[src/hw/dcache_pkg.sv]
// cache geometry, core request/response types and bus channel types, imported by all cache blocks
package dcache_pkg;

  // ==========================================================
  // geometry
  // ==========================================================
  localparam int unsigned ADDR_W     = 32;
  localparam int unsigned DATA_W     = 32;
  localparam int unsigned WAYS       = 2;
  localparam int unsigned SETS       = 16;
  localparam int unsigned LINE_WORDS = 4;
  localparam int unsigned OFS_W      = 4;
  localparam int unsigned IDX_W      = 4;
  localparam int unsigned TAG_W      = 24;
  localparam int unsigned BEAT_W     = 2;
  localparam int unsigned WAY_W      = $clog2(WAYS);

  typedef enum logic {
    MEM_LOAD  = 1'b0,
    MEM_STORE = 1'b1
  } mem_op_e;

  typedef enum logic [1:0] {
    SIZE_B = 2'd0,
    SIZE_H = 2'd1,
    SIZE_W = 2'd2
  } size_e;

  // address fields from the msb down
  typedef struct packed {
    logic [TAG_W-1:0]        tag;
    logic [IDX_W-1:0]        idx;
    logic [BEAT_W-1:0]       word;
    logic [OFS_W-BEAT_W-1:0] byte_ofs;
  } dcache_addr_fields_t;

  // raw word for the bus, fields for lookup and merging
  typedef union packed {
    logic [ADDR_W-1:0]   raw;
    dcache_addr_fields_t f;
  } dcache_addr_u;

  // ==========================================================
  // core side
  // ==========================================================
  typedef struct packed {
    logic              valid;
    mem_op_e           op;
    size_e             size;
    logic              is_unsigned;
    dcache_addr_u      addr;
    logic [DATA_W-1:0] wdata;
  } dcache_req_t;

  typedef struct packed {
    logic              valid;
    logic [DATA_W-1:0] rdata;
  } dcache_rsp_t;

  typedef logic [LINE_WORDS-1:0][DATA_W-1:0] line_t;

  // ==========================================================
  // memory bus
  // ==========================================================
  typedef struct packed {
    logic              ar_valid;
    logic [ADDR_W-1:0] ar_addr;
    logic              aw_valid;
    logic [ADDR_W-1:0] aw_addr;
    logic              w_valid;
    logic [DATA_W-1:0] w_data;
    logic              w_last;
    logic              r_ready;
  } mem_req_t;

  typedef struct packed {
    logic              ar_ready;
    logic              aw_ready;
    logic              w_ready;
    logic              r_valid;
    logic [DATA_W-1:0] r_data;
    logic              r_last;
  } mem_rsp_t;

endpackage
[src/hw/dcache_load_align.sv]
// load data path, selects the addressed word and lane and extends it to 32 bits
`timescale 1ns/10ps
module dcache_load_align (
  input  dcache_pkg::line_t             line_i,
  input  dcache_pkg::dcache_addr_u      addr_i,
  input  dcache_pkg::size_e             size_i,
  input  logic                          is_unsigned_i,
  output logic [dcache_pkg::DATA_W-1:0] rdata_o
);
  import dcache_pkg::*;

  logic [DATA_W-1:0] word;
  logic [7:0]        lane_b;
  logic [15:0]       lane_h;

  always_comb begin
    word   = line_i[addr_i.f.word];
    lane_b = word[{addr_i.f.byte_ofs, 3'b000} +: 8];
    lane_h = word[{addr_i.f.byte_ofs[1], 4'b0000} +: 16];
    case (size_i)
      SIZE_B:  rdata_o = {{24{lane_b[7] & ~is_unsigned_i}}, lane_b};
      SIZE_H:  rdata_o = {{16{lane_h[15] & ~is_unsigned_i}}, lane_h};
      default: rdata_o = word;
    endcase
  end

endmodule

[config.mk]
export PLATFORM = sky130hd
export DESIGN_NAME = dcache_load_align
export DESIGN_NICKNAME = d
export VERILOG_FILES = /design/src/hw/dcache_pkg.sv /design/src/hw/dcache_load_align.sv
export SDC_FILE = /design/constraint.sdc
export NUM_CORES = 1
export LEC_CHECK = 0
export BUFFER_PORTS_ARGS = -buffer_cell sky130_fd_sc_hd__buf_2
export CAP_MARGIN = 15
export CORE_MARGIN = 4
export CORE_UTILIZATION = 37
export DETAILED_ROUTE_END_ITERATION = 6
export GPL_TIMING_DRIVEN = 0
export PLACE_DENSITY_LB_ADDON = 0.15
export SLEW_MARGIN = 0
export SYNTH_ARGS = -nofsm -noshare
export SYNTH_HDL_FRONTEND = slang
export SYNTH_SLANG_ARGS = --single-unit
[constraint.sdc]
create_clock -name vclk -period 2.41
set_clock_uncertainty 0.1 [all_clocks]
set_input_delay 0.241 -clock vclk [all_inputs]
set_output_delay 0.241 -clock vclk [all_outputs]
set_load 0.03 [all_outputs]
==> After elaboration in Yosys (flattened, before gate mapping) <==
Cells that the tools add are included.
{ "word_totals": {"input_bits": 163, "reg_bits": 0, "wordCells": 11, "output_inout_bits": 32} }
{ "op_classes": {"mux": 3, "eq_ne": 1, "shift": 2, "reduce_logical": 1, "magnitude_cmp": 1, "bitwise": 3} }
{ "op_table": {"columns": ["cell", "count"], "rows": [
  ["$bmux W32 S2", 1],
  ["$pmux W32 S2", 1],
  ["$mux W32", 1],
  ["$shiftx A32 B6 Y16", 1],
  ["$shiftx A32 B6 Y8", 1],
  ["$lt A2 B3 Y1 const B", 1],
  ["$and A1 B1 Y1", 2],
  ["$eq A2 B1 Y1 const B", 1],
  ["$logic_not A2 Y1", 1],
  ["$not A1 Y1", 1]
]} }

==> Depth between registers and ports, before layout <==
{ "depth": {"depth_word": 5, "depth_mapped": 9, "mapped_depth_nobuf": 5} }

==> Worst setup path after synthesis <==
No wires, ideal clock.
{ "synth_timing": {"kind": "in2out", "from": "input port addr_i[1] (netlist bit)", "to": "output port rdata_o[7] (netlist bit)", "required_time_ns": 2.069, "slack_ns": 0.169, "t_arrival_ns": 1.900, "path_stages": 7, "path_cell_list": "buf_2 -> and2_1 -> buf_4 -> a221oi_2 -> nand2_1 -> o21a_1 -> o31ai_1"} }
{ "synth_via": {"elab_chain_len": 2} }
{ "synth_lines": {"columns": ["item", "line", "source"], "rows": [
  ["start: declaration", "dcache_load_align.sv:5", "input dcache_pkg::dcache_addr_u addr_i,"],
  ["$shiftx A32 B6 Y16 / $shiftx A32 B6 Y8 (equally long branches)", "dcache_load_align.sv:19, dcache_load_align.sv:18", null],
  ["$pmux W32 S2 *", "dcache_load_align.sv:20", "case (size_i)"],
  ["end: declaration", "dcache_load_align.sv:8", "output logic [dcache_pkg::DATA_W-1:0] rdata_o"]
]} }
Every way passes the cells marked *; elsewhere a longest branch is shown, timed or not.

==> Worst setup path after layout <==
{ "layout_timing": {"from": "input port addr_i[1] (netlist bit)", "to": "output port rdata_o[26] (netlist bit)"} }
{ "layout_via": {"elab_chain_len": 3} }
{ "layout_lines": {"columns": ["item", "line"], "rows": [
  ["$shiftx A32 B6 Y16 / $shiftx A32 B6 Y8 (equally long branches)", "dcache_load_align.sv:19, dcache_load_align.sv:18"],
  ["$and A1 B1 Y1 (on tied branches)", "dcache_load_align.sv:22, dcache_load_align.sv:21"],
  ["$pmux W32 S2 *", "dcache_load_align.sv:20"]
]} }
Marked as above.

==> run_results.csv <==
group,metric,value,unit
power,finalPower,730,uW
critical_path,crit_start,"addr_i[1]",
grt,grt_start_max_net_pins,20,
routing,ant_nets,0,
grt,gr-total-overflow,0,
placement,hpwlAfterDp,6540,microns
sta,finalCriticalPeriod,2290,ps
cells_and_area,final_util,0.589,
sta,clock.fmax,0.437,GHz
sta,drv_slew,0,
grt,antenna_found_initial,0,
logic_synthesis,synth_top_family_by_area,"multiplexers",
logic_synthesis,synthCells,212,
placement,gp_congestion,0.836,
sta,finalHoldViolations,0,
min_path,hold_class,"input port to output port",
critical_path,start_kind,"input port",
die,dieArea,6210,sq um
routing,wl_per_cell,17.7,microns
min_path,hold_path_startpoint,"line_i[93]",
run,maxCapViolCount,0,
critical_path,cp_data_arrival_time,1950,ps
grt,grt_pass1_wl,11600,microns
logic_synthesis,synth_seq_area_share,0,
cells_and_area,stdcell_count,440,
grt,grt_pass1_vias,2479,
grt,grt_use_total,0.232,
outcome,status,"completed",
cells_and_area,final_cell_mix,"buf_2 (166), mux2i_1 (33), mux4_2 (17), nor2_1 (17), nand2_1 (15)",
die,fp-row-count,25,
cells_and_area,syn_to_final_growth,52.1,%
logic_synthesis,netlist_area,1850,sq um
min_path,whs_path_depth,5,
routing,dr.first_iter.drc_count,135,
critical_path,end_kind,"output port",
placement,port_buffers,163,
logic_synthesis,synth_fa_ha_area_frac,0,
cells_and_area,seq_cell_count,0,
logic_synthesis,synth_area_per_cell,8.75,sq um
placement,dp_cells,442,
die,core,4790,sq um
logic_synthesis,synthMuxAreaShare,0.464,
sta,setup_viol,0,
routing,routed_wl,7780,microns
cells_and_area,antenna_cells,0,
die,io_pins,195,
logic_synthesis,synth_cell_types,43,
power,irDropWorstVdd,0.149,mV
logic_synthesis,synth_xor_area_frac,0,
placement,dp_slack,-55.7,ps
cells_and_area,nNetsFinal,538,
routing,drc,0,
critical_path,crit_required,2070,ps
sta,hold_ws,920,ps
sta,worst_slack,120,ps
sta,slew_headroom,0.631,
power,power.density,259,nW/um^2
routing,via_per_inst,5.55,
logic_synthesis,yosys.area_share.simple,0.135,
die,die_width,78.8,microns
sta,period_share,0.950,
critical_path,path_class,"input port to output port",
cells_and_area,drive_gt1_frac,0.590,
cells_and_area,clkbuf_count,0,
routing,drt_first_pass_iters,4,
die,initial_core_util,0.387,
logic_synthesis,synth_compound_area_frac,0.311,
logic_synthesis,mappedNetlistNets,375,
sta,tightest_slew,553,ps
cells_and_area,mostFrequentLayoutCell,"buf_2",
die,die_h,78.8,microns
routing,vias,2442,
cells_and_area,register_area,0,sq um
logic_synthesis,yosysWarnings,0,
critical_path,path_max_fanout,10,
power,p_leak,1.43,nW
[cells in the mapped netlist (all sizes together), types with 8 or more instances]
| master | n | share of area |
|---|---|---|
| nand2b | 8 | 0.027 |
| nand2 | 15 | 0.030 |
| mux2 | 10 | 0.063 |
| mux4 | 17 | 0.21 |
| clkbuf | 9 | 0.018 |
| a22oi | 14 | 0.062 |
| buf | 15 | 0.068 |
| a21o | 9 | 0.036 |
| mux2i | 36 | 0.19 |
| a21oi | 13 | 0.035 |
| nor2 | 18 | 0.036 |
| o22a | 8 | 0.038 |
[where the power goes]
part	internal (mW)	leakage [nW]	total [mW]	switching [mW]
clock network	0	0	0	0
logic	0.323	1.43	0.730	0.408
registers	0	0	0	0
total	0.323	1.43	0.730	0.408
[cells by family after synthesis]
group                  after synthesis
muxes                               63
and+or+nand+nor                     51
AOI/OAI and AO/OA                   72
buffers and inverters               26
[what timing repair did]
action	4_1_cts	5_1_grt
hold buffers	0	0
buffers inserted	1	0
gates resized for setup	0	18
pin swaps	1	3
setup endpoints to repair	12	29
[final timing paths]
kind | slack [ps] | endpoint
max | 120 | rdata_o[26]
min | 920 | rdata_o[29]
[metrics by stage]
step           cell area [sq um]  TNS [ps]
2_1_floorplan               1850         0
3_3_place_gp                2750      -147
3_5_place_dp                2750      -443
4_1_cts                     2760         0
5_1_grt                     2820     -1.36
6_report                    2820         0
[metal layers]
layer | wire length [microns] | GRT usage | share of wire | vias up
li1 | - | - | - | 1167
met1 | 3010 | 0.285 | 0.39 | 1165
met2 | 4170 | 0.439 | 0.54 | 106
met3 | 565 | 0.0351 | 0.073 | 4
met4 | 36 | 0.0175 | 0.0046 | 0
met5 | 0 | 0 | 0 | -
[critical path, stage by stage]
cell,delay (ps)
buf_2,110
buf_2,180
and2_1,170
buf_4,170
nand2_1,140
nand3_4,110
o32ai_4,320
buf_4,200
a31o_1,110
buf_2,200
[area by class of cell]
| type | instances | area [sq um] |
|---|---|---|
| plain buffers | 21 | 171 |
| fillers | 476 | 1970 |
| inverters | 2 | 7.51 |
| multi-input cells | 186 | 1730 |
| well taps | 67 | 83.8 |
| repair buffers | 164 | 826 |
No activity file was read; power rests on OpenSTA's default activity.
