--- src/hw/dcache_pkg.sv ---
// cache geometry, core request/response types and bus channel types, imported by all cache blocks
package dcache_pkg;

  // ==========================================================
  // geometry
  // ==========================================================
  localparam int unsigned ADDR_W     = 32;
  localparam int unsigned DATA_W     = 32;
  localparam int unsigned WAYS       = 2;
  localparam int unsigned SETS       = 16;
  localparam int unsigned LINE_WORDS = 4;
  localparam int unsigned OFS_W      = 4;
  localparam int unsigned IDX_W      = 4;
  localparam int unsigned TAG_W      = 24;
  localparam int unsigned BEAT_W     = 2;
  localparam int unsigned WAY_W      = $clog2(WAYS);

  typedef enum logic {
    MEM_LOAD  = 1'b0,
    MEM_STORE = 1'b1
  } mem_op_e;

  typedef enum logic [1:0] {
    SIZE_B = 2'd0,
    SIZE_H = 2'd1,
    SIZE_W = 2'd2
  } size_e;

  // address fields from the msb down
  typedef struct packed {
    logic [TAG_W-1:0]        tag;
    logic [IDX_W-1:0]        idx;
    logic [BEAT_W-1:0]       word;
    logic [OFS_W-BEAT_W-1:0] byte_ofs;
  } dcache_addr_fields_t;

  // raw word for the bus, fields for lookup and merging
  typedef union packed {
    logic [ADDR_W-1:0]   raw;
    dcache_addr_fields_t f;
  } dcache_addr_u;

  // ==========================================================
  // core side
  // ==========================================================
  typedef struct packed {
    logic              valid;
    mem_op_e           op;
    size_e             size;
    logic              is_unsigned;
    dcache_addr_u      addr;
    logic [DATA_W-1:0] wdata;
  } dcache_req_t;

  typedef struct packed {
    logic              valid;
    logic [DATA_W-1:0] rdata;
  } dcache_rsp_t;

  typedef logic [LINE_WORDS-1:0][DATA_W-1:0] line_t;

  // ==========================================================
  // memory bus
  // ==========================================================
  typedef struct packed {
    logic              ar_valid;
    logic [ADDR_W-1:0] ar_addr;
    logic              aw_valid;
    logic [ADDR_W-1:0] aw_addr;
    logic              w_valid;
    logic [DATA_W-1:0] w_data;
    logic              w_last;
    logic              r_ready;
  } mem_req_t;

  typedef struct packed {
    logic              ar_ready;
    logic              aw_ready;
    logic              w_ready;
    logic              r_valid;
    logic [DATA_W-1:0] r_data;
    logic              r_last;
  } mem_rsp_t;

endpackage
--- src/hw/dcache_data_array.sv ---
// line storage with refill buffer, merges store bytes on a store hit or into a fresh fill
`timescale 1ns/10ps
module dcache_data_array (
  input  logic                          clk,
  input  logic                          rst_n,
  input  logic [dcache_pkg::IDX_W-1:0]  rd_idx_i,
  input  logic [dcache_pkg::WAY_W-1:0]  rd_way_i,
  output dcache_pkg::line_t             line_o,
  input  logic [dcache_pkg::BEAT_W-1:0] beat_i,
  input  logic                          beat_valid_i,
  input  logic [dcache_pkg::DATA_W-1:0] beat_data_i,
  input  logic                          fill_i,
  input  logic [dcache_pkg::WAY_W-1:0]  fill_way_i,
  input  logic [dcache_pkg::IDX_W-1:0]  fill_idx_i,
  input  logic                          store_i,
  input  logic [dcache_pkg::WAY_W-1:0]  store_way_i,
  input  logic [dcache_pkg::IDX_W-1:0]  store_idx_i,
  input  dcache_pkg::dcache_addr_u      store_addr_i,
  input  dcache_pkg::size_e             store_size_i,
  input  logic [dcache_pkg::DATA_W-1:0] store_data_i
);
  import dcache_pkg::*;

  line_t            data_mem [WAYS][SETS];
  line_t            buf_q;
  line_t            fill_line;
  line_t            wr_line;
  logic             wr_en;
  logic [WAY_W-1:0] wr_way;
  logic [IDX_W-1:0] wr_idx;

  // overlay the store bytes onto one word of the line
  function automatic line_t merge_store(line_t line, dcache_addr_u addr, size_e size,
                                        logic [DATA_W-1:0] data);
    logic [3:0][7:0] word;
    word = line[addr.f.word];
    case (size)
      SIZE_B: word[addr.f.byte_ofs] = data[7:0];
      SIZE_H: begin
        word[{addr.f.byte_ofs[1], 1'b0}] = data[7:0];
        word[{addr.f.byte_ofs[1], 1'b1}] = data[15:8];
      end
      default: word = data;
    endcase
    line[addr.f.word] = word;
    return line;
  endfunction

  always_comb begin
    // final beat is still on the bus when the fill happens
    fill_line = buf_q;
    if (beat_valid_i) begin
      fill_line[beat_i] = beat_data_i;
    end
    wr_en   = fill_i | store_i;
    wr_way  = fill_i ? fill_way_i : store_way_i;
    wr_idx  = fill_i ? fill_idx_i : store_idx_i;
    wr_line = fill_i ? fill_line : data_mem[store_way_i][store_idx_i];
    if (store_i) begin
      wr_line = merge_store(wr_line, store_addr_i, store_size_i, store_data_i);
    end
  end

  always_ff @(posedge clk) begin
    if (beat_valid_i) begin
      buf_q[beat_i] <= beat_data_i;
    end
    if (wr_en) begin
      data_mem[wr_way][wr_idx] <= wr_line;
    end
  end

  // write-first read so a reader of the written line sees the new data
  always_ff @(posedge clk or negedge rst_n) begin
    if (!rst_n) begin
      line_o <= '0;
    end else if (wr_en && (wr_way == rd_way_i) && (wr_idx == rd_idx_i)) begin
      line_o <= wr_line;
    end else begin
      line_o <= data_mem[rd_way_i][rd_idx_i];
    end
  end

endmodule

--- config.mk ---
export PLATFORM = sky130hd
export DESIGN_NAME = dcache_data_array
export DESIGN_NICKNAME = d
export VERILOG_FILES = /design/src/hw/dcache_pkg.sv /design/src/hw/dcache_data_array.sv
export SDC_FILE = /design/constraint.sdc
export NUM_CORES = 2
export LEC_CHECK = 0
export BUFFER_PORTS_ARGS = -buffer_cell sky130_fd_sc_hd__buf_2
export CORE_AREA = 8 8 803 805
export DETAILED_ROUTE_END_ITERATION = 12
export DIE_AREA = 0 0 811 813
export GPL_ROUTABILITY_DRIVEN = 0
export HOLD_SLACK_MARGIN = 0.02
export SKIP_CTS_REPAIR_TIMING = 1
export SYNTH_ARGS = -nofsm -noshare
export SYNTH_HDL_FRONTEND = slang
export SYNTH_SLANG_ARGS = --single-unit
--- constraint.sdc ---
create_clock -name clk -period 3.8 [get_ports clk]
set_input_delay 0.38 -clock clk [delete_from_list [all_inputs] [get_ports clk]]
set_output_delay 0.38 -clock clk [all_outputs]
set_load 0.05 [all_outputs]
== Word level (Yosys, flattened, before mapping) ==
Memories as Yosys holds them, arrays and structs flattened.
Index checks and enable logic that the tools add are counted.

* Register bits after elaboration: 256
* Output and inout port bits: 128
* Memory bits (writable): 4096
* Bits of input ports: 120
* Logic and storage cells: 74
* Memories kept: 1

* Mux-type cells: 35
* Reduce and logical (&&, ||, !) cells: 9
* Bitwise logic cells: 4
* $lt $le $gt $ge: 14
* Eq/ne operators: 3

{| class="wikitable"
|+ Memory list
! memory !! words !! bits a word !! rd ports !! clocked after memory_dff !! write ports !! line !! source
|-
| data_mem || 2 || 2048 || 2 || 0 || 1 || dcache_data_array.sv:24 || <nowiki>line_t data_mem [WAYS][SETS];</nowiki>
|}

{| class="wikitable"
|+ Operator list
! operator !! count
|-
| 2048-bit 2-to-1 mux || 1
|-
| 128-bit 2-to-1 mux || 9
|-
| 128-bit binary-select mux with 4-bit select || 2
|-
| 128-bit demux with 4-bit select || 1
|-
| 128-bit bitwise mux || 2
|-
| 32-bit demux with 2-bit select || 2
|-
| 32-bit 2-to-1 mux || 4
|-
| 32-bit bitwise mux || 3
|-
| 32-bit binary-select mux with 2-bit select || 1
|-
| 32-bit case mux with 2 select lines || 1
|-
| 8-bit 2-to-1 mux || 3
|-
| 8-bit demux with 1-bit select || 2
|-
| 8-bit demux with 2-bit select || 1
|-
| 5-bit greater-or-equal comparator, second input constant || 3
|-
| 2-bit by 3-bit < comparator with 1-bit output, second input constant || 5
|-
| 4-bit NOT with 5-bit output || 3
|-
| 2-bit by 1-bit greater-or-equal comparator with 1-bit output, second input constant || 5
|-
| 1-bit logical AND || 8
|-
| 5-bit by 1-bit < comparator with 1-bit output, second input constant || 1
|-
| 4-bit == test || 1
|-
| 4-bit 2-to-1 mux || 1
|-
| 2-bit by 1-bit == test with 1-bit output, second input constant || 1
|-
| 2-bit logical NOT || 1
|-
| 1-bit 2-to-1 mux || 2
|-
| 2 further kinds || 2
|}

== Logic depth before layout (Yosys ltp) ==
* Word-level depth: 16
* Depth in mapped cells: 16
* Gate-level depth less buffers: 8

== Worst setup path before layout ==
Ideal clock, no wire load.

* Path type: input to register
* From: in fill_i
* To: mem data_mem[1][1280] (netlist bit), enable pin
* Required time: 3.183 ns
* Buffers on the path: 7
* Stages: 11
* Arrival: 7.760 ns
* Slack: -4.577 ns
* Setup time: 0.617 ns
* Cells stage by stage: clkbuf_1 -> buf_2 -> buf_4 -> clkbuf_1 -> clkbuf_1 -> buf_2 -> clkbuf_1 -> nand3_1 -> o21ai_0 -> nand2_1 -> nor2_1

* Word-level cells in the longest chain between the ends: 7
* Elaborated cells on any way between the ends: 11
* Those cells by class: order compare (2); mux (6); bitwise (2); reduce/logical (1)

{| class="wikitable"
|+ RTL lines
! what !! line !! source
|-
| start: declaration || dcache_data_array.sv:12 || <nowiki>input logic fill_i,</nowiki>
|-
| 4-bit 2-to-1 mux || dcache_data_array.sv:57 || <nowiki>wr_idx = fill_i ? fill_idx_i : store_idx_i;</nowiki>
|-
| 4-bit NOT with 5-bit output (not written as such) || dcache_data_array.sv:69 || <nowiki>data_mem[wr_way][wr_idx] <= wr_line;</nowiki>
|-
| 5-bit greater-or-equal comparator (not written as such) / 5-bit by 1-bit < comparator with 1-bit output (equally long branches) || dcache_data_array.sv:69 ||
|-
| 1-bit logical AND (not written as such) || dcache_data_array.sv:69 ||
|-
| 128-bit 2-to-1 mux (not written as such) || dcache_data_array.sv:69 ||
|-
| 128-bit demux with 4-bit select || dcache_data_array.sv:69 ||
|-
| 2048-bit 2-to-1 mux (not written as such) || dcache_data_array.sv:69 ||
|-
| end: declaration || dcache_data_array.sv:24 ||
|}

Several ways; a longest one is shown, not always the timed one.

==> metrics.yaml <==
power_mw: 118
nNetsFinal: 11500
synth_warnings: 0
n_fill_cell: 56700
post-synth-top-count-cell: "edfxtp_1"
grt_use_met1: 0.290
die_x_um: 811
syn2layout_area_growth_pct: 20.0
regArea_um2: 129000
grt_usage: 0.220
p_leak_nw: 79.6
period_minus_slack_ns: 3.52
syn_nets: 10300
grt_antenna_before_repair: 81
worstPathArrival_ns: 4.42
syn_area_um2: 202000
coreArea_um2: 631000
critPathSlowestCell: "a211oi_1"
cp-start-kind: "primary input"
firstDrtPassIters: 8
grt.busiest_layer: "met2"
drtIter0Drc: 16800
crit_fanout: 33
via_per_inst: 6.07
cts_buffers: 453
path_cells: "dlygate4sd3_1 -> buf_2 -> nand3b_1 -> buf_12 -> buf_4 -> mux2_2 -> a211oi_1 -> nand3_1 -> buf_4 -> a22o_1 -> buf_12 -> a21o_1"
synth_cell_types: 97
fin_area_um2: 242000
synth_top_family_by_area: "multiplexers"
clkLatencyLatePin_ns: 1.07
routed_wl_um: 752000
synth.area.mux_share: 0.282
fp-row-count: 292
synth-edff-count: 4096
r2r-end: "line_o[126]"
endpoint_kind: "flip-flop"
reg2reg_depth: 9
synth_seq_area_share: 0.638
synth_top_cell_by_area: "edfxtp_1"
synthSimpleGateAreaFrac: 0.0170
cts_root_buf: "clkbuf_16"
io_pins: 248
die_h_um: 813
finalMaxSlewViolations: 5
hp-class: "in2async"
grt_pass1_vias: 121000
initial_core_util: 0.320
cts.sinks: 4352
period_share: 0.926
hold_violations: 0
setup_viol: 0
r2r_start: "data_mem[0][190]"
wl_per_cell_um: 37.2
cts_max_path_buffers: 4
avgSynthCellArea_um2: 19.8
power_density_nw_per_um2: 487
antenna_left: 0
status: "finished, violations left"
synth_area_leaders: "edfxtp_1, mux4_2, mux2i_1"
vias: 123000
synth_adder_area_share: 0
port_buffers: 219
synthFlopType: "edfxtp_1"
grt_pass1_wl_um: 1020000
fmax_mhz: 284
crit_family: "buffers and inverters"
max_slew_margin: -0.00326
cts.htree.levels: 5
failed_checks: "capacitance limit, slew limit"
synth_compound_area_frac: 0.0399
rsz0062_at_grt: "false"
synth_xor_xnor_area_share: 0.000261
synth_top_area_share: 0.610
layout-drive-gt1-share: 0.388
cpPeakStageDelay_ns: 1.10
drc: 0
grt_max_degree: 107
cp.required_ns: 4.71
dpl_cell_area_um2: 226000
cts.clk_slew.worst_paths_ns: 0.06
die-area_um2: 659000
grtUsageMet2: 0.347
skew_ns: 0.0899
dp.final_hpwl_um: 488000
multi_input_area_um2: 69400
met3_usage: 0.0564
async_flop_share: 0.0294
tritoncts: "done"
path_class: "in2reg"
overflow: 0
worst_pin_slew_ns: 1.50
cp_num_buf_inv: 6
peakVddDrop_uv: 458
ff2ff_setup_slack_ns: 0.32
syn_inst: 10200
synthTopCellsByCount: "edfxtp_1, mux4_2, mux2i_1"
cap_violations: 1
ys_ff_latch: 4352
## state kept, by name, summed over array words and instances, names as in the netlist
signal,count
data_mem,4096
line_o,128
buf_q,128
## worst max-delay path by stage
stage	from	end	cells past startpoint
finish	beat_i[1]	line_o[126]	12
global route	data_mem[0][286]	line_o[94]	11
CTS	data_mem[0][788]	data_mem[0][884]	9
detailed placement	store_way_i	data_mem[1][1086]	12
global placement	store_way_i	data_mem[1][1342]	12
floorplan	store_way_i	data_mem[0][1000]	12
## power by group
part           internal [mW]  switching, mW  leakage (nW)  total (mW)
Combinational           6.04           9.38          32.4        15.4
Clock                   26.6           19.8          7.44        46.4
Sequential              55.3          0.638          39.7        55.9
Total                   87.9           29.8          79.6         118
## worst reg2reg max path, delay by kind of cell (launching register included)
kind            cells  cell delay [ns]
simple gates        1             0.18
flops               1             0.40
compound gates      4             1.63
mux                 2             0.74
buf+inv             2             0.39
## per-stage QoR
stage,worst slack [ns],cells,utilization,setup TNS [ns],hold WS (ns)
floorplan,-0.702,10200,-,-2674.57,0.0844
global placement,-0.387,19300,0.358,-249.46,0.349
detailed placement,-0.352,19300,0.358,-257.61,0.352
CTS,0.281,20100,0.383,0,-0.779
global route,0.278,20200,0.383,0,0.0704
finish,0.282,20200,0.384,0,0.0952
## metal layers
| metal | vias to the layer above | share of wire |
|---|---|---|
| li1 | 46700 | - |
| met1 | 66300 | 0.38 |
| met2 | 8034 | 0.46 |
| met3 | 1645 | 0.11 |
| met4 | 58 | 0.051 |
| met5 | - | 0.00049 |
## cell usage in the layout (no fill, tap or decap), types with 111 or more instances in the layout
| master | instances |
|---|---|
| edfxtp_1 | 4096 |
| mux4_2 | 2009 |
| mux2i_1 | 944 |
| buf_4 | 776 |
| buf_12 | 515 |
| clkbuf_16 | 454 |
| nand2_1 | 299 |
| a22oi_1 | 271 |
| buf_2 | 208 |
| mux2_2 | 173 |
| nor2_1 | 152 |
| dfxtp_1 | 128 |
| dfrtp_1 | 128 |
| a21oi_1 | 122 |
| o21ai_0 | 113 |
| clkbuf_1 | 111 |
## kinds of logic (layout without fill, tap and decap cells)
kind of cell              Yosys count  count (layout)
other                               0              51
muxes                            3141            3141
xor gates and xnor gates            6               6
AOI/OAI and AO/OA                1099            1099
DFF                              4352            4352
buffers and inverters             823            2418
and+or+nand+nor                   771             771
## layout make-up
type | count | share of cell area
Multi-Input combinational cell | 5017 | 0.287
Inverter | 18 | 0.000341
Clock buffer | 590 | 0.0501
Clock inverter | 261 | 0.0135
Tap cell | 8379 | 0.0433
Sequential cell | 4352 | 0.532
Timing Repair Buffer | 1549 | 0.0733
Antenna cell | 51 | 0.000527
Note: power is estimated with default switching activity, not from simulation.
