<file path="config.mk">
export PLATFORM = sky130hd
export DESIGN_NAME = dcache_tag_array
export DESIGN_NICKNAME = d
export VERILOG_FILES = /design/src/hw/dcache_pkg.sv /design/src/hw/dcache_tag_array.sv
export SDC_FILE = /design/constraint.sdc
export NUM_CORES = 1
export LEC_CHECK = 0
export BUFFER_PORTS_ARGS = -buffer_cell sky130_fd_sc_hd__buf_2
export CELL_PAD_IN_SITES_DETAIL_PLACEMENT = 1
export CELL_PAD_IN_SITES_GLOBAL_PLACEMENT = 1
export CORE_MARGIN = 3
export CORE_UTILIZATION = 50
export CTS_CLUSTER_DIAMETER = 150
export CTS_CLUSTER_SIZE = 16
export DETAILED_ROUTE_END_ITERATION = 7
export PLACE_DENSITY = 0.79
export REMOVE_ABC_BUFFERS = 1
export SYNTH_ARGS = -nofsm -noshare
export SYNTH_HDL_FRONTEND = slang
export SYNTH_SLANG_ARGS = --single-unit
</file>
<file path="constraint.sdc">
create_clock -name clk -period 2 [get_ports clk]
set_input_delay 0.4 -clock clk [delete_from_list [all_inputs] [get_ports clk]]
set_output_delay 0.4 -clock clk [all_outputs]
set_load 0.02 [all_outputs]
</file>
<file path="src/hw/dcache_pkg.sv">
// cache geometry, core request/response types and bus channel types, imported by all cache blocks
package dcache_pkg;

  // ==========================================================
  // geometry
  // ==========================================================
  localparam int unsigned ADDR_W     = 32;
  localparam int unsigned DATA_W     = 32;
  localparam int unsigned WAYS       = 2;
  localparam int unsigned SETS       = 16;
  localparam int unsigned LINE_WORDS = 4;
  localparam int unsigned OFS_W      = 4;
  localparam int unsigned IDX_W      = 4;
  localparam int unsigned TAG_W      = 24;
  localparam int unsigned BEAT_W     = 2;
  localparam int unsigned WAY_W      = $clog2(WAYS);

  typedef enum logic {
    MEM_LOAD  = 1'b0,
    MEM_STORE = 1'b1
  } mem_op_e;

  typedef enum logic [1:0] {
    SIZE_B = 2'd0,
    SIZE_H = 2'd1,
    SIZE_W = 2'd2
  } size_e;

  // address fields from the msb down
  typedef struct packed {
    logic [TAG_W-1:0]        tag;
    logic [IDX_W-1:0]        idx;
    logic [BEAT_W-1:0]       word;
    logic [OFS_W-BEAT_W-1:0] byte_ofs;
  } dcache_addr_fields_t;

  // raw word for the bus, fields for lookup and merging
  typedef union packed {
    logic [ADDR_W-1:0]   raw;
    dcache_addr_fields_t f;
  } dcache_addr_u;

  // ==========================================================
  // core side
  // ==========================================================
  typedef struct packed {
    logic              valid;
    mem_op_e           op;
    size_e             size;
    logic              is_unsigned;
    dcache_addr_u      addr;
    logic [DATA_W-1:0] wdata;
  } dcache_req_t;

  typedef struct packed {
    logic              valid;
    logic [DATA_W-1:0] rdata;
  } dcache_rsp_t;

  typedef logic [LINE_WORDS-1:0][DATA_W-1:0] line_t;

  // ==========================================================
  // memory bus
  // ==========================================================
  typedef struct packed {
    logic              ar_valid;
    logic [ADDR_W-1:0] ar_addr;
    logic              aw_valid;
    logic [ADDR_W-1:0] aw_addr;
    logic              w_valid;
    logic [DATA_W-1:0] w_data;
    logic              w_last;
    logic              r_ready;
  } mem_req_t;

  typedef struct packed {
    logic              ar_ready;
    logic              aw_ready;
    logic              w_ready;
    logic              r_valid;
    logic [DATA_W-1:0] r_data;
    logic              r_last;
  } mem_rsp_t;

endpackage
</file>
<file path="src/hw/dcache_tag_array.sv">
// tag, valid and dirty storage per way with one replacement bit per set, registered lookup
`timescale 1ns/10ps
module dcache_tag_array (
  input  logic                         clk,
  input  logic                         rst_n,
  input  logic [dcache_pkg::IDX_W-1:0] rd_idx_i,
  input  logic [dcache_pkg::TAG_W-1:0] lookup_tag_i,
  output logic                         hit_o,
  output logic [dcache_pkg::WAY_W-1:0] hit_way_o,
  output logic [dcache_pkg::WAY_W-1:0] victim_way_o,
  output logic [dcache_pkg::TAG_W-1:0] victim_tag_o,
  output logic                         victim_dirty_o,
  input  logic                         touch_i,
  input  logic [dcache_pkg::WAY_W-1:0] touch_way_i,
  input  logic                         install_i,
  input  logic [dcache_pkg::WAY_W-1:0] install_way_i,
  input  logic [dcache_pkg::IDX_W-1:0] install_idx_i,
  input  logic [dcache_pkg::TAG_W-1:0] install_tag_i,
  input  logic                         install_dirty_i,
  input  logic                         mark_dirty_i,
  input  logic [dcache_pkg::WAY_W-1:0] mark_way_i,
  input  logic [dcache_pkg::IDX_W-1:0] mark_idx_i
);
  import dcache_pkg::*;

  logic [TAG_W-1:0]            tag_mem [WAYS][SETS];
  logic [WAYS-1:0][SETS-1:0]   valid_q;
  logic [WAYS-1:0][SETS-1:0]   dirty_q;
  logic [SETS-1:0][WAY_W-1:0]  repl_q;

  logic [WAYS-1:0][TAG_W-1:0]  rd_tag;
  logic [WAYS-1:0]             rd_valid;
  logic [WAYS-1:0]             rd_dirty;
  logic [WAY_W-1:0]            rd_repl;
  logic [IDX_W-1:0]            look_idx;
  logic [WAYS-1:0]             inst_fwd;
  logic [WAYS-1:0]             mark_fwd;

  // writes landing on the set being read are passed straight to the read registers
  always_comb begin
    for (int w = 0; w < WAYS; w++) begin
      inst_fwd[w] = install_i && (install_way_i == WAY_W'(w)) && (install_idx_i == rd_idx_i);
      mark_fwd[w] = mark_dirty_i && (mark_way_i == WAY_W'(w)) && (mark_idx_i == rd_idx_i);
    end
  end

  always_ff @(posedge clk) begin
    look_idx <= rd_idx_i;
    if (install_i) begin
      tag_mem[install_way_i][install_idx_i] <= install_tag_i;
    end
    for (int w = 0; w < WAYS; w++) begin
      rd_tag[w] <= inst_fwd[w] ? install_tag_i : tag_mem[w][rd_idx_i];
    end
  end

  always_ff @(posedge clk or negedge rst_n) begin
    if (!rst_n) begin
      valid_q  <= '0;
      dirty_q  <= '0;
      repl_q   <= '0;
      rd_valid <= '0;
      rd_dirty <= '0;
      rd_repl  <= '0;
    end else begin
      if (install_i) begin
        valid_q[install_way_i][install_idx_i] <= 1'b1;
        dirty_q[install_way_i][install_idx_i] <= install_dirty_i;
      end
      if (mark_dirty_i) begin
        dirty_q[mark_way_i][mark_idx_i] <= 1'b1;
      end
      // the touch belongs to the set of the current lookup
      if (touch_i) begin
        repl_q[look_idx] <= ~touch_way_i;
      end
      for (int w = 0; w < WAYS; w++) begin
        rd_valid[w] <= valid_q[w][rd_idx_i] | inst_fwd[w];
        rd_dirty[w] <= inst_fwd[w] ? install_dirty_i : (dirty_q[w][rd_idx_i] | mark_fwd[w]);
      end
      rd_repl <= (touch_i && (look_idx == rd_idx_i)) ? ~touch_way_i : repl_q[rd_idx_i];
    end
  end

  always_comb begin
    hit_o     = 1'b0;
    hit_way_o = '0;
    for (int w = 0; w < WAYS; w++) begin
      if (rd_valid[w] && (rd_tag[w] == lookup_tag_i)) begin
        hit_o     = 1'b1;
        hit_way_o = WAY_W'(w);
      end
    end
    victim_way_o   = rd_repl;
    victim_tag_o   = rd_tag[rd_repl];
    victim_dirty_o = rd_valid[rd_repl] & rd_dirty[rd_repl];
  end

endmodule

</file>
---- After elaboration in Yosys (flattened, before gate mapping) ----
Memory sizes are Yosys's and may differ from the RTL's.
Index checks and enable logic that the tools add are counted.
storage, ports and cells
  register bits after elaboration ......... 137
  RAM bits ................................ 768
  input bits .............................. 69
  word-level logic and storage cells ...... 124
  memories ................................ 1
cells by class
  $lt $le $gt $ge ......................... 15
  equal/unequal tests ..................... 5
  mux-type cells .......................... 48
  bitwise logic cells ..................... 12
  reductions and logical operators ........ 17
memory list
  memory   words  bits a word  rd ports  clocked after Yosys merged registers in  wr ports  RTL line                source
  tag_mem  2      384          2         0                                        1         dcache_tag_array.sv:26  logic [TAG_W-1:0] tag_mem [WAYS][SETS];
operators with widths
  operator            count
  $mux 384            1
  $mux 24             9
  $bmux 24 s4         2
  $demux 24 s4        1
  $mux 32             2
  $or 32x32->32       2
  $eq 24x24->1        2
  $bwmux 32           1
  $demux 16 s1        2
  $mux 16             2
  $bmux 1 s4          5
  $lt 4x5->1 const B  4
  $mux 1              19
  $logic_and 1x1->1   17
  $bwmux 16           1
  $demux 1 s4         3
  $eq 4x4->1          3
  $ge 4x1->1 const B  3
  $ge 5x5->1 const B  2
  $not 4->5           2
  $lt 1x2->1 const B  3
  $lt 5x1->1 const B  1
  $or 1x1->1          4
  $not 1->1           3
  other kinds (2)     3

---- Logic depth before layout (Yosys ltp) ----
  depth in word-level cells ............... 10
  mapped depth ............................ 8
  depth with buffers taken out ............ 5

---- Least setup slack after synthesis ----
OpenSTA, ideal clock, no wires.
  path kind ............................... input -> register
  start point ............................. in install_way_i
  end point ............................... reg dirty_q[19] (netlist bit)
  setup time .............................. 130 ps
  arrival ................................. 3054 ps
  setup slack ............................. -1184 ps
  stages on the path ...................... 5
  cells stage by stage .................... clkbuf_1 > nand4_1 > nor3_1 > mux2i_1 > o21ai_0
on the way
  word-level cells in the longest chain between the ends .. 8
ends and longest elaborated chain
  item                                                            RTL line                source
  start: declaration                                              dcache_tag_array.sv:16  input logic [dcache_pkg::WAY_W-1:0] install_way_i,
  $lt 1x2->1 (not written as such) or $ge 1x1->1 (tied branches)  dcache_tag_array.sv:68  dirty_q[install_way_i][install_idx_i] <= install_dirty_i;
  $logic_and 1x1->1 (not written as such)                         dcache_tag_array.sv:68
  $mux 16 (not written as such)                                   dcache_tag_array.sv:68
  $demux 16 s1 *                                                  dcache_tag_array.sv:68
  $bwmux 32 *                                                     dcache_tag_array.sv:68
  $mux 32 *                                                       dcache_tag_array.sv:66  if (install_i) begin
  $or 32x32->32 (no line)                                         --
  $mux 32 *                                                       dcache_tag_array.sv:70  if (mark_dirty_i) begin
  end signal: indexed assignment                                  dcache_tag_array.sv:68
  end: declaration                                                dcache_tag_array.sv:28  logic [WAYS-1:0][SETS-1:0] dirty_q;
Mark *: on every way between the ends. The rest lies on a longest branch, timed or not.
A chain may end at the register's enable or synchronous reset.

---- Final worst setup path ----
  start point ............................. reg rd_tag[43] (netlist bit)
  end point ............................... out hit_o
on the way
  word-level cells in the longest chain between the ends .. 3
ends and longest elaborated chain
  item                              RTL line                source
  start: declaration                dcache_tag_array.sv:31  logic [WAYS-1:0][TAG_W-1:0] rd_tag;
  start signal: indexed assignment  dcache_tag_array.sv:53  rd_tag[w] <= inst_fwd[w] ? install_tag_i : tag_mem[w][rd_idx_i];
  $eq 24x24->1                      dcache_tag_array.sv:89  if (rd_valid[w] && (rd_tag[w] == lookup_tag_i)) begin
  $logic_and 1x1->1                 dcache_tag_array.sv:89
  $mux 1                            dcache_tag_array.sv:89
  end: declaration                  dcache_tag_array.sv:8   output logic hit_o,
Every way passes these cells.

==> run_results.csv <==
group,metric,value,unit
synthesis,synth_async_sr_flop_share,0.0939,
outcome,failed_checks,"negative setup slack",
cells_and_area,finalNetCount,2242,
clocking,number_of_sinks_driven_by_the_clock_tree,905,
synthesis,ys_warn_count,0,
clocking,clk_lat_worst_skew,0.62,ns
setup_path,crit_fanout,2,
outcome,outcome,"finished with violations",
routing,drtIter0Drc,2306,
setup_path,worst_path_largest_cell_delay,0.60,ns
setup_path,cp_top_family,"XOR/XNOR gates",
timing,hold_viol_final,0,
synthesis,post_synth_inst_count,1876,
cells_and_area,synthToLayoutAreaGrowth,18.3,%
clocking,htree_levels,3,
global_routing,antenna_found_initial,9,
timing,worst_slew_pin_slew,0.717,ns
routing,routed_wire_length_per_instance,33.6,um
floorplanning,placementRows,96,
hold_path,hp-class,"in -> reg",
routing,postRouteAntennaNets,0,
cells_and_area,final_core_utilization,0.604,
timing,hold-worst-slack,0.0422,ns
routing,num_vias,20400,
timing,worst_slack,-0.904,ns
flow_run,max_cap_violations,0,
setup_path,cp.buffers_inverters,2,
setup_path,timing.critical_path.cells,"xnor2_1 -> nand3_1 -> nor4_4 -> buf_4 -> a41o_1 -> buf_6",
floorplanning,floorplan.die_area,0.0741,sq mm
timing,timing.final.crit_period,2.90,ns
clocking,clk_path_buf_depth,3,
synthesis,synthDistinctLibCells,40,
clocking,cts.root.buffer_cell,"sky130_fd_sc_hd__clkbuf_16",
routing,detailedRoute.firstPassIterationCount,5,
routing,dr_drc_count,0,
timing,relative_slew_margins,0.518,
global_routing,grt.overflow.total,0,
power,power.ir.vdd_worst,0.537,mV
placement,dp_cells,3027,
setup_path,worst_setup_path_start_kind,"flip-flop",
global_routing,grt_first_pass_wirelength,153000,um
setup_path,critical_path_cell_count,6,
floorplanning,die-height,272,um
synthesis,yosys-top-cells-area,"sky130_fd_sc_hd__edfxtp_1 (65%), sky130_fd_sc_hd__mux4_2 (14%), sky130_fd_sc_hd__dfrtp_1 (6.0%), sky130_fd_sc_hd__dfxtp_1 (2.9%), sky130_fd_sc_hd__nand2_1 (1.7%)",
synthesis,synth.yosys.seq_area_share,0.740,
power,leakagePower,14.3,nW
clocking,numCtsBuffers,66,
timing,clock.fmax,344,MHz
global_routing,grtUsageTotal,0.289,
global_routing,number_of_global_route_vias_before_repair,21700,
setup_path,cp.arrival,2.50,ns
routing,post_drt_via_cell_ratio,6.45,
global_routing,grt_start_max_net_pins,48,
timing,fin_crit_sh,1.45,
placement,pre_cts_ws,-0.689,ns
cells_and_area,post_route_cells_drive_above_1_share,0.317,
placement,hpwl,66400,um
timing,grt_setup_unrepaired,"true",
floorplanning,io_count,97,
clocking,worst_setup_hold_path_clk_slew,0.08,ns
floorplanning,die_x,272,um
setup_path,timing_worst_setup_path_type,"reg -> out",
synthesis,synth_area,0.0354,sq mm
synthesis,synthesis.area_per_instance,18.9,sq um
synthesis,yosysTopAreaCellShare,0.651,
synthesis,yosys_most_used_dff,"sky130_fd_sc_hd__edfxtp_1",
setup_path,setup.worst_path.end_class,"output pin",
hold_path,holdPathStages,1,
floorplanning,core_box_area,0.0694,sq mm
setup_path,slowest_stage,"sky130_fd_sc_hd__xnor2_1",
placement,numPortBuffers,96,
floorplanning,initial_core_util,0.511,
synthesis,synth-edff-count,768,
setup_path,critical_path_required,1.60,ns
synthesis,synth-seq-cells,905,
timing,report.final.slew_viol_count,0,
timing,final_setup_violations,28,
setup_path,r2r.worst_path.cells,5,
clocking,cts_tree,"yes",
placement,gp_congestion,0.894,
power,cellPowerDensity,936,mW/mm^2
timing,finalClockSkew,0.0262,ns
synthesis,netlist.top_cell.by_area,"sky130_fd_sc_hd__edfxtp_1",
cells_and_area,post_layout_nonfiller_instances,3160,
routing,drt_wl_total,106000,um
==> path summary, 6_finish.rpt <==
path                                 from     endpoint  slack [ns]
setup / recovery               rd_tag[43]        hit_o       -0.90
hold / removal                rd_idx_i[1]  look_idx[1]        0.04
setup reg to reg           tag_mem[1][74]   rd_tag[26]        0.17
hold reg to reg               valid_q[18]  valid_q[18]        0.46
max in group asynchronous           rst_n  valid_q[15]        1.04
min in group asynchronous           rst_n    repl_q[1]        0.36
==> logic make-up (layout without fill, tap and decap cells) <==
logic type / after synthesis / after routing / synth area share
multiplexers: 275 / 275 / 0.154
buffers and inverters: 122 / 472 / 0.0153
other: 0 / 3 / 0
AO/OA/AOI/OAI: 174 / 174 / 0.0317
XOR/XNOR: 60 / 60 / 0.0148
AND/OR/NAND/NOR: 340 / 340 / 0.0445
flip-flops: 905 / 905 / 0.740
==> placed cells by master, fill, tap and decap left out, drive strengths merged, types with 2 or more instances in the layout <==
master	count
nor2	26
a31oi	4
a22oi	3
edfxtp	768
mux4	213
nand3b	3
inv	17
mux2i	37
dfxtp	52
mux2	25
nand2b	28
nor4	5
buf	335
nand3	62
clkbuf	119
nor3	4
diode	3
dfrtp	85
a221oi	47
or2	23
nand2	164
xnor2	41
nor2b	8
a21o	2
nand4	14
o31ai	17
o22ai	2
xor2	19
o21ai	95
==> stage by stage <==
stage                     TNS (ns)  cell area, sq um  power [mW]
after CTS                   -10.29             41700        39.1
after global placement      -11.32             39500        25.6
after detailed placement    -16.73             39500        25.9
final                        -7.12             41900        39.3
after global routing         -7.57             41900        40.4
after floorplan            -165.93             35000        23.7
==> cell type report <==
| type | instances | area [sq um] |
|---|---|---|
| antenna | 3 | 7.51 |
| clock buffer | 119 | 1960 |
| clock inverter | 2 | 17.5 |
| fill | 6072 | 27500 |
| inverter | 15 | 56.3 |
| multi-input combinational | 849 | 8990 |
| sequential | 905 | 26200 |
| tap | 931 | 1160 |
| timing repair buffer | 336 | 3510 |
==> repair_timing <==
item,4_1_cts,5_1_grt
hold buffers,1,0
resized for setup,41,79
gates cloned,3,0
hold endpoints to repair,44,0
setup buffers,6,3
setup endpoints to repair,27,28
pin swaps,7,0
==> state kept, by name, summed over array words and instances, names as in the netlist <==
signal	count
rd_tag	48
dirty_q	32
repl_q	16
tag_mem	768
rd_valid	2
valid_q	32
look_idx	4
victim_way_o	1
rd_dirty	2
==> layer usage <==
| layer | wire, um | share of wire | track usage |
|---|---|---|---|
| met5 | 82 | 0.00077 | 0 |
| met3 | 11000 | 0.10 | 0.0812 |
| met2 | 52500 | 0.50 | 0.479 |
| met1 | 39400 | 0.37 | 0.373 |
| met4 | 3060 | 0.029 | 0.0874 |
==> worst reg2reg max path, cell delays in order, from the launching register on <==
cell                       delay (ns)
sky130_fd_sc_hd__edfxtp_1        0.39
sky130_fd_sc_hd__mux4_2          0.49
sky130_fd_sc_hd__nand3_1         0.13
sky130_fd_sc_hd__nand2_1         0.08
sky130_fd_sc_hd__a221oi_1        0.43
sky130_fd_sc_hd__o21ai_1         0.16
==> synthesized netlist by cell type, drive strengths merged (25+ instances only) <==
cell,number
edfxtp,768
mux4,213
nand2,164
o21ai,95
dfrtp,85
nand3,62
clkbuf,54
buf,53
dfxtp,52
a221oi,47
xnor2,41
mux2i,37
nand2b,28
nor2,26
mux2,25
==> power by group <==
| group | total [mW] | internal (mW) | switching [mW] |
|---|---|---|---|
| registers | 21.7 | 21.2 | 0.489 |
| clock network | 13.1 | 6.66 | 6.40 |
| logic | 4.53 | 2.11 | 2.42 |
Power figures use the tool's default switching activity.
