File: config.mk
export PLATFORM = sky130hd
export DESIGN_NAME = dcache_ctrl_fsm
export DESIGN_NICKNAME = d
export VERILOG_FILES = /design/src/hw/dcache_pkg.sv /design/src/hw/dcache_ctrl_fsm.sv
export SDC_FILE = /design/constraint.sdc
export NUM_CORES = 1
export LEC_CHECK = 0
export BUFFER_PORTS_ARGS = -buffer_cell sky130_fd_sc_hd__buf_4
export CAP_MARGIN = 15
export CORE_AREA = 3 3 40 42
export CTS_BUF_LIST = sky130_fd_sc_hd__clkbuf_16
export DETAILED_ROUTE_END_ITERATION = 10
export DIE_AREA = 0 0 43 45
export PLACE_DENSITY_LB_ADDON = 0.15
export REMOVE_ABC_BUFFERS = 1
export SYNTH_ARGS = -nofsm -noshare
export SYNTH_HDL_FRONTEND = slang
export SYNTH_SLANG_ARGS = --single-unit
File: constraint.sdc
create_clock -name clk -period 2.8 [get_ports clk]
set_input_delay 0.56 -clock clk [delete_from_list [all_inputs] [get_ports clk]]
set_output_delay 0.56 -clock clk [all_outputs]
set_load 0.01 [all_outputs]
File: src/hw/dcache_pkg.sv
// cache geometry, core request/response types and bus channel types, imported by all cache blocks
package dcache_pkg;

  // ==========================================================
  // geometry
  // ==========================================================
  localparam int unsigned ADDR_W     = 32;
  localparam int unsigned DATA_W     = 32;
  localparam int unsigned WAYS       = 2;
  localparam int unsigned SETS       = 16;
  localparam int unsigned LINE_WORDS = 4;
  localparam int unsigned OFS_W      = 4;
  localparam int unsigned IDX_W      = 4;
  localparam int unsigned TAG_W      = 24;
  localparam int unsigned BEAT_W     = 2;
  localparam int unsigned WAY_W      = $clog2(WAYS);

  typedef enum logic {
    MEM_LOAD  = 1'b0,
    MEM_STORE = 1'b1
  } mem_op_e;

  typedef enum logic [1:0] {
    SIZE_B = 2'd0,
    SIZE_H = 2'd1,
    SIZE_W = 2'd2
  } size_e;

  // address fields from the msb down
  typedef struct packed {
    logic [TAG_W-1:0]        tag;
    logic [IDX_W-1:0]        idx;
    logic [BEAT_W-1:0]       word;
    logic [OFS_W-BEAT_W-1:0] byte_ofs;
  } dcache_addr_fields_t;

  // raw word for the bus, fields for lookup and merging
  typedef union packed {
    logic [ADDR_W-1:0]   raw;
    dcache_addr_fields_t f;
  } dcache_addr_u;

  // ==========================================================
  // core side
  // ==========================================================
  typedef struct packed {
    logic              valid;
    mem_op_e           op;
    size_e             size;
    logic              is_unsigned;
    dcache_addr_u      addr;
    logic [DATA_W-1:0] wdata;
  } dcache_req_t;

  typedef struct packed {
    logic              valid;
    logic [DATA_W-1:0] rdata;
  } dcache_rsp_t;

  typedef logic [LINE_WORDS-1:0][DATA_W-1:0] line_t;

  // ==========================================================
  // memory bus
  // ==========================================================
  typedef struct packed {
    logic              ar_valid;
    logic [ADDR_W-1:0] ar_addr;
    logic              aw_valid;
    logic [ADDR_W-1:0] aw_addr;
    logic              w_valid;
    logic [DATA_W-1:0] w_data;
    logic              w_last;
    logic              r_ready;
  } mem_req_t;

  typedef struct packed {
    logic              ar_ready;
    logic              aw_ready;
    logic              w_ready;
    logic              r_valid;
    logic [DATA_W-1:0] r_data;
    logic              r_last;
  } mem_rsp_t;

endpackage
File: src/hw/dcache_ctrl_fsm.sv
// miss sequencer of the data cache, runs the dirty writeback burst and then the refill burst
`timescale 1ns/10ps
module dcache_ctrl_fsm (
  input  logic                 clk,
  input  logic                 rst_n,
  input  logic                 start_i,
  input  logic                 victim_dirty_i,
  input  dcache_pkg::mem_rsp_t mem_i,
  input  logic                 beat_last_i,
  output logic                 aw_valid_o,
  output logic                 w_valid_o,
  output logic                 ar_valid_o,
  output logic                 r_ready_o,
  output logic                 beat_en_o,
  output logic                 beat_adv_o,
  output logic                 fill_o,
  output logic                 done_o
);
  import dcache_pkg::*;

  typedef enum logic [2:0] {
    S_IDLE,
    S_MISS,
    S_WRITEBACK,
    S_READ_ADDR,
    S_REFILL
  } state_e;

  state_e state_q;
  state_e state_d;

  always_comb begin
    state_d    = state_q;
    aw_valid_o = 1'b0;
    w_valid_o  = 1'b0;
    ar_valid_o = 1'b0;
    r_ready_o  = 1'b0;
    beat_en_o  = 1'b0;
    beat_adv_o = 1'b0;
    fill_o     = 1'b0;
    done_o     = 1'b0;
    case (state_q)
      S_IDLE: begin
        if (start_i) begin
          state_d = S_MISS;
        end
      end
      // dirty victim goes out first, a clean one is simply dropped
      S_MISS: begin
        aw_valid_o = victim_dirty_i;
        ar_valid_o = ~victim_dirty_i;
        if (victim_dirty_i && mem_i.aw_ready) begin
          state_d = S_WRITEBACK;
        end else if (!victim_dirty_i && mem_i.ar_ready) begin
          state_d = S_REFILL;
        end
      end
      S_WRITEBACK: begin
        w_valid_o  = 1'b1;
        beat_en_o  = 1'b1;
        beat_adv_o = mem_i.w_ready;
        if (mem_i.w_ready && beat_last_i) begin
          state_d = S_READ_ADDR;
        end
      end
      S_READ_ADDR: begin
        ar_valid_o = 1'b1;
        if (mem_i.ar_ready) begin
          state_d = S_REFILL;
        end
      end
      S_REFILL: begin
        r_ready_o  = 1'b1;
        beat_en_o  = 1'b1;
        beat_adv_o = mem_i.r_valid;
        // last beat writes the line in the same cycle
        if (mem_i.r_valid && mem_i.r_last) begin
          fill_o  = 1'b1;
          done_o  = 1'b1;
          state_d = S_IDLE;
        end
      end
      default: state_d = S_IDLE;
    endcase
  end

  always_ff @(posedge clk or negedge rst_n) begin
    if (!rst_n) begin
      state_q <= S_IDLE;
    end else begin
      state_q <= state_d;
    end
  end

endmodule

# Yosys cells after proc, flatten, opt, wreduce, memory -nomap -nowiden
# Cells that the tools add are included.
[totals]
reg_bits = 3
input_bits = 42
out_inout_bits = 8
elab_cells = 34
[classes]
eq_ne = 9
muxes = 15
n_bitwise = 1
reduce_logical = 8
[ops]
columns = ["op", "n"]
rows = [
  ["$mux W3", 6],
  ["$pmux W3 S5", 1],
  ["$ne A2 B2 Y1 const B", 4],
  ["$eq A3 B2 Y1 const B", 2],
  ["$mux W1", 6],
  ["$reduce_and A5 Y1", 1],
  ["$logic_and A1 B1 Y1", 4],
  ["$pmux W1 S2", 2],
  ["$eq A3 B1 Y1 const B", 1],
  ["$eq A3 B3 Y1 const B", 1],
  ["$logic_not A3 Y1", 1],
  ["$ne A3 B3 Y1 const B", 1],
  ["$reduce_or A2 Y1", 1],
  ["$logic_not A1 Y1", 1],
  ["$not A1 Y1", 1],
]

# Depth between registers and ports, before layout
# Gate-level depths: netlist (run 1).
[depth]
word_depth = 5
mapped_depth = 4
mapped_depth_nobuf = 4

# Worst setup path before layout (run 1)
# Ideal clock, no wire load.
[synth_timing]
path_kind = "reg-to-output"
from = "register state_q[1]"
to = "output port fill_o"
arrival_ns = 1.007
t_required_ns = 2.240
slack_ns = 1.233
path_stages_with_launch = 5
n_path_buf = 1
path_cell_list = "dfrtp_1 -> nor2_1 -> nand2_1 -> nor2_1 -> buf_4"
[synth_via]
elab_chain_cells = 2
[synth_rtl]
columns = ["element", "line_no", "text"]
rows = [
  ["start, declared", "dcache_ctrl_fsm.sv:29", "state_e state_q;"],
  ["start signal, assigned", "dcache_ctrl_fsm.sv:91", "state_q <= state_d;"],
  ["$eq A3 B3 Y1", "-", ""],
  ["$mux W1", "-", ""],
  ["end, declared", "dcache_ctrl_fsm.sv:16", "output logic fill_o,"],
]
# Every way passes these cells.

# Worst setup path after layout (run 1)
[layout_timing]
from = "register state_q[1]"
to = "output port beat_adv_o"
[layout_via]
elab_chain_cells = 2
word_cells_on_any_way = 3
classes_between = "eq/ne (2); mux (1)"
[layout_rtl]
columns = ["element", "line_no", "text"]
rows = [
  ["$eq A3 B3 Y1 or $eq A3 B2 Y1 (tied branches)", "dcache_ctrl_fsm.sv:42", "case (state_q)"],
  ["$pmux W1 S2 *", "dcache_ctrl_fsm.sv:42", ""],
  ["end, declared", "dcache_ctrl_fsm.sv:15", "output logic beat_adv_o,"],
]
# Every way passes the cells marked *; elsewhere a longest branch is shown, timed or not.

==> qor.txt, run 1 <==
vias in the first global route = 306
max-cap violations = 0
Die W = 43 um
P per Cell Area = 1080 mW/mm^2
Setup TNS = 0 ps
Port Buffers = 17
Clk pwr share = 0.419
unrepaired setup endpoints after global routing = false
Nets = 94
Yosys cell types = 20
Lkg Pwr = 0.247 nW
R2R cell count = 4
Total GRT Usage = 0.0899
worst-margin pin slew = 261 ps
TritonCTS Buffers = 3
Sw Pwr = 0.000159 W
synthesized area per cell = 8.60 sq um
kind of critical path = flip-flop to output port
Combinational Power Share = 0.398
largest net degree at the start of global routing = 9
Worst Setup End Kind = output port
CP Cell Sequence = nor2_1, nand2_1, inv_1, a22o_1, buf_4
FF+latch count, synth = 3
Fin Hold WS = 121 ps
Rows = 13
commonest cells after routing, fill and taps aside = buf_4 (17), nor2_1 (4), nand2_1 (4), nand2b_1 (4)
switch share = 0.305
CP max FO = 7
Initial Util = 0.207
skew final = 2.63 ps
Multi-input gate area = 180 sq um
Top FF cell, synth = dfrtp_1
ANT cells = 0
Worst R2R Start = state_q[2]
met1 usage = 0.0916
CP max stage cell = dfrtp_1
worst relative slew slack = 0.826
CTS tree = done
PostCTS Resize Cnt = 0
Detailed Routing Iterations Pass 1 = 3
Worst Path Arrival = 1280 ps
worst-case clock buffer depth = 2
die height = 45 um
Critical R2R Capture = state_q[1]
Slew Viols, Final = 0
sequential cell area fraction in the yosys report = 0.282
Post-synth ARST share = 1.00
Cells after Synth = 31
Flop pwr share = 0.183
first-pass GRT wire length = 1.27 mm
largest registers = state_q x3
share of layout cells above drive strength 1 = 0.471
core area = 0.00128 sq mm
Worst-path clk slew = 30 ps
WL final = 743 um
GRT met2 Usage = 0.147
routability cong. = 0.725
Max Freq = 543 MHz
initial antenna violation count = 0
clk_lat worst skew = 220 ps
Overall Power = 0.000522 W
Post-synth EDFFs = 0
Clk Tree Root Cell = clkbuf_16
worst setup path startpoint = state_q[1]
GRT overflow = 0
status = complete, no violations
DR DRC count = 0
dpl hpwl = 612 um
M3 GR Usage = 0.0478
H-Tree Depth = 1
fill count = 135
hold buffer count at cts = 0
Final setup viols = 0
Largest Register = state_q
Ports = 50
fin crit period = 1840 ps
Synth Cell Area = 267 sq um
maximum vdd drop = 0.307 mV
commonest non-fill, non-tap cell in the layout = buf_4
Syn. warnings = 0
via count = 292
Inst Count DP = 62
final worst path period share = 0.658
WP data required = 2240 ps
Max stage delay on crit path = 430 ps
P_int = 0.000362 W
GR peak layer = met2
Register Area = 75.1 sq um
Fin. Hold Viols = 0
clock tree sinks = 3
Layout area overhead = 81.7%
drt wl/cell = 11.3 um
setup slack, reg-to-reg = 1280 ps
CP startpoint kind = flip-flop
DRT antenna net count = 0
Vias per Instance = 4.42
Die Area = 0.00194 sq mm
initial drt markers = 3
max FFs per register = 3
final cell count without fillers = 66
Setup Buffers After CTS = 0
Hold Crit Class = input pin to async pin
[logic make-up after synthesis]
| family | count (synthesis) | share of synthesized area |
|---|---|---|
| simple gates | 18 | 0.418 |
| flops | 3 | 0.282 |
| mux | 1 | 0.0563 |
| compound gates | 7 | 0.202 |
| buf+inv | 2 | 0.0423 |
[metrics by stage]
step	worst slack (ps)	area (sq um)	util
after floorplan	1260	259	-
after global placement	1190	405	0.315
after detailed placement	1170	405	0.315
after global routing	823	484	0.377
final	957	484	0.377
after CTS	946	484	0.377
[power groups by stage]
stage               Sequential, W  Combinational (W)  Clock, W
finish                  0.0000954           0.000208  0.000219
floorplan               0.0000860           0.000136         0
global route             0.000101           0.000230  0.000231
detailed placement      0.0000962           0.000211         0
global placement        0.0000976           0.000208         0
CTS                     0.0000962           0.000212  0.000223
[worst max path at each step]
stage and endpoint:
3_3_place_gp state_q[1], 2_1_floorplan beat_adv_o, 3_5_place_dp state_q[1], 4_1_cts beat_adv_o, 5_1_grt beat_adv_o, 6_report beat_adv_o
[per-layer routing]
metal,vias to the layer above,wire length (um)
met4,0,0
met3,0,73
met2,14,361
met5,-,0
li1,151,-
met1,127,308
[cells in the mapped netlist, types with 3 or more instances]
cell type  number  area, sq um
dfrtp_1         3         75.1
nor2_1          4         15.0
nand2b_1        4         25.0
nand2_1         4         15.0
[critical path: cells and delay by family (launching register included)]
family	cells	cell delay (ps)
compound gates	1	130
simple gates	2	270
buf+inv	2	220
flops	1	430
[layout make-up]
type	instances	share of cell area
inverter	1	0.00775
multi-input combinational	26	0.372
sequential	3	0.155
clock buffer	3	0.155
clock inverter	1	0.00775
tap	15	0.0388
timing repair buffer	17	0.264
Note: power is estimated with default switching activity, not from simulation.
==> inputs of run 2 (changes only) <==
ABC_AREA = 1   (was unset)
clock period = 1.8 ns   (was 2.8 ns; I/O delays follow)
==> run 2 against run 1 <==
Against the previous run:
- non-clock buffer count rose by 1
- power is 82% higher
- final cell count increased by 35%
- first-iteration DRC count is the same
- design area up 16%
- die area unchanged
- via count rose by 23%
- register-to-register slack got worse by 630 ps
- setup slack got worse by 740 ps
- critical path type unchanged
==> qor.txt, run 2 <==
worst-margin pin slew = 213 ps
Post-synth ARST share = 1.00
die height = 45 um
DR DRC count = 0
worst-case clock buffer depth = 2
CP max FO = 4
drt wl/cell = 8.81 um
H-Tree Depth = 1
share of the synthesized area in the top cell type = 0.224
Synth area leader = dfrtp_1
Final Util = 0.438
synthesized area per cell = 6.33 sq um
Detailed Routing Iterations Pass 1 = 2
CP Cell Sequence = nor2_2, nand2_2, inv_1, nand2_1, nand2_1, buf_4
P per Cell Area = 1680 mW/mm^2
DRT antenna net count = 0
share of layout cells above drive strength 1 = 0.446
WL final = 784 um
Vias per Instance = 4.04
Max stage delay on crit path = 410 ps
Setup Buffers After CTS = 0
largest net degree at the start of global routing = 6
Total GRT Usage = 0.108
Rows = 13
FF+latch count, synth = 3
unrepaired setup endpoints after global routing = false
Nets = 117
skew final = 3.97 ps
Post-synth top cells = nand2_1 (16), inv_1 (8), nor2_1 (5), nor2_4 (5), nand2_2 (4)
Worst Setup End Kind = output port
Worst-path clk slew = 30 ps
most numerous cell in the Yosys netlist = nand2_1
Worst Path Arrival = 1220 ps
kind of critical path = flip-flop to output port
Initial Util = 0.261
routability cong. = 0.662
commonest non-fill, non-tap cell in the layout = buf_4
via count = 360
maximum vdd drop = 0.754 mV
Syn. warnings = 0
Register Area = 75.1 sq um
clock tree sinks = 3
vias in the first global route = 332
final worst path period share = 0.879
initial antenna violation count = 0
Largest Register = state_q
Max Freq = 632 MHz
initial drt markers = 3
CP max stage cell = dfrtp_1
sequential cell area fraction in the yosys report = 0.224
Die W = 43 um
Setup TNS = 0 ps
TritonCTS Buffers = 3
status = complete, no violations
CP startpoint kind = flip-flop
fill count = 130
WP data required = 1440 ps
Top FF cell, synth = dfrtp_1
Hold Crit Class = input pin to async pin
max-cap violations = 0
CTS tree = done
Fin Hold WS = 458 ps
largest registers = state_q x3
Post-synth EDFFs = 0
ANT cells = 0
commonest cells after routing, fill and taps aside = buf_4 (17), nand2_1 (16), inv_1 (9)
leading post-synthesis cells by cell area = dfrtp_1 (22%), nand2_1 (18%), nor2_4 (17%)
Clk Tree Root Cell = clkbuf_16
worst relative slew slack = 0.858
Fin. Hold Viols = 0
GRT overflow = 0
core area = 0.00128 sq mm
Port Buffers = 17
Final setup viols = 0
max FFs per register = 3
CP most frequent cell = nand2_1
Layout area overhead = 67.9%
fin crit period = 1580 ps
Die Area = 0.00194 sq mm
Synth Cell Area = 335 sq um
dpl hpwl = 613 um
Multi-input gate area = 219 sq um
Yosys cell types = 14
Lkg Pwr = 0.330 nW
Cells after Synth = 53
Ports = 50
Slew Viols, Final = 0
first-pass GRT wire length = 1.44 mm
clk_lat worst skew = 230 ps
## run 2: cell types whose count changed in the layout (fill, tap and decap cells not counted), sizes merged, moves of 2 or more
| cell | previous run | this run |
|---|---|---|
| nand3 | 2 | 4 |
| nor2 | 4 | 12 |
| nand2b | 5 | 0 |
| inv | 2 | 10 |
| nand2 | 4 | 20 |
## run 2: cell families (layout without fill, tap and decap cells)
kind of cell           count (synthesis)  count (layout)  share of synthesized area
AOI/OAI and AO/OA                      4               4                     0.0634
and+or+nand+nor                       36              36                      0.590
buffers and inverters                 10              31                      0.123
DFF                                    3               3                      0.224
## run 2: per-stage QoR
| stage | cell area [sq um] | power [W] | setup slack (ps) | cells |
|---|---|---|---|---|
| 4_1_cts | 563 | 0.000966 | 211 | 89 |
| 3_3_place_gp | 474 | 0.000601 | 457 | 84 |
| 6_report | 563 | 0.000947 | 219 | 89 |
| 3_5_place_dp | 474 | 0.000598 | 459 | 84 |
| 5_1_grt | 563 | 0.00104 | 104 | 89 |
| 2_1_floorplan | 328 | 0.000453 | 511 | 52 |
## run 2: path summary, 6_finish.rpt
kind / start / to / slack, ps / depth (start not counted)
setup / recovery: state_q[2] / beat_adv_o / 220 / 6
hold / removal: rst_n / state_q[0] / 460 / 2
setup reg to reg: state_q[1] / state_q[1] / 650 / 6
hold reg to reg: state_q[1] / state_q[1] / 610 / 2
max in group asynchronous: rst_n / state_q[2] / 1250 / 2
min in group clk: mem_i[35] / state_q[2] / 470 / 4
## run 2: what timing repair did
| item | in CTS | in global routing |
|---|---|---|
| hold buffers | 1 | 0 |
| hold endpoints to repair | 3 | 0 |
| gates resized for setup | 0 | 0 |
## run 2: critical path, delay by kind of cell (launching register included)
family,cells,cell delay (ps)
and+or+nand+nor,4,400
DFF,1,410
buffers and inverters,2,190
## run 2: layout make-up
cell class              instances  area share
multi-input cells              40       0.389
clock buffers                   3       0.133
clock inverters                 1     0.00667
inverters                       9      0.0600
repair buffers                 18       0.244
flip-flops and latches          3       0.133
well taps                      15      0.0333
## run 2: layer usage
layer	GRT usage	share of wire	up-vias
met2	0.147	0.45	15
met5	0	0	-
li1	-	-	201
met3	0.0398	0.088	3
met4	0.108	0.037	0
met1	0.127	0.43	141
## run 2: where the power goes
group / total (W) / switching [W] / internal [W]
sequential: 0.000142 / 0.0000442 / 0.0000981
clock: 0.000354 / 0.0000667 / 0.000287
combinational: 0.000451 / 0.000256 / 0.000195
total: 0.000947 / 0.000367 / 0.000580
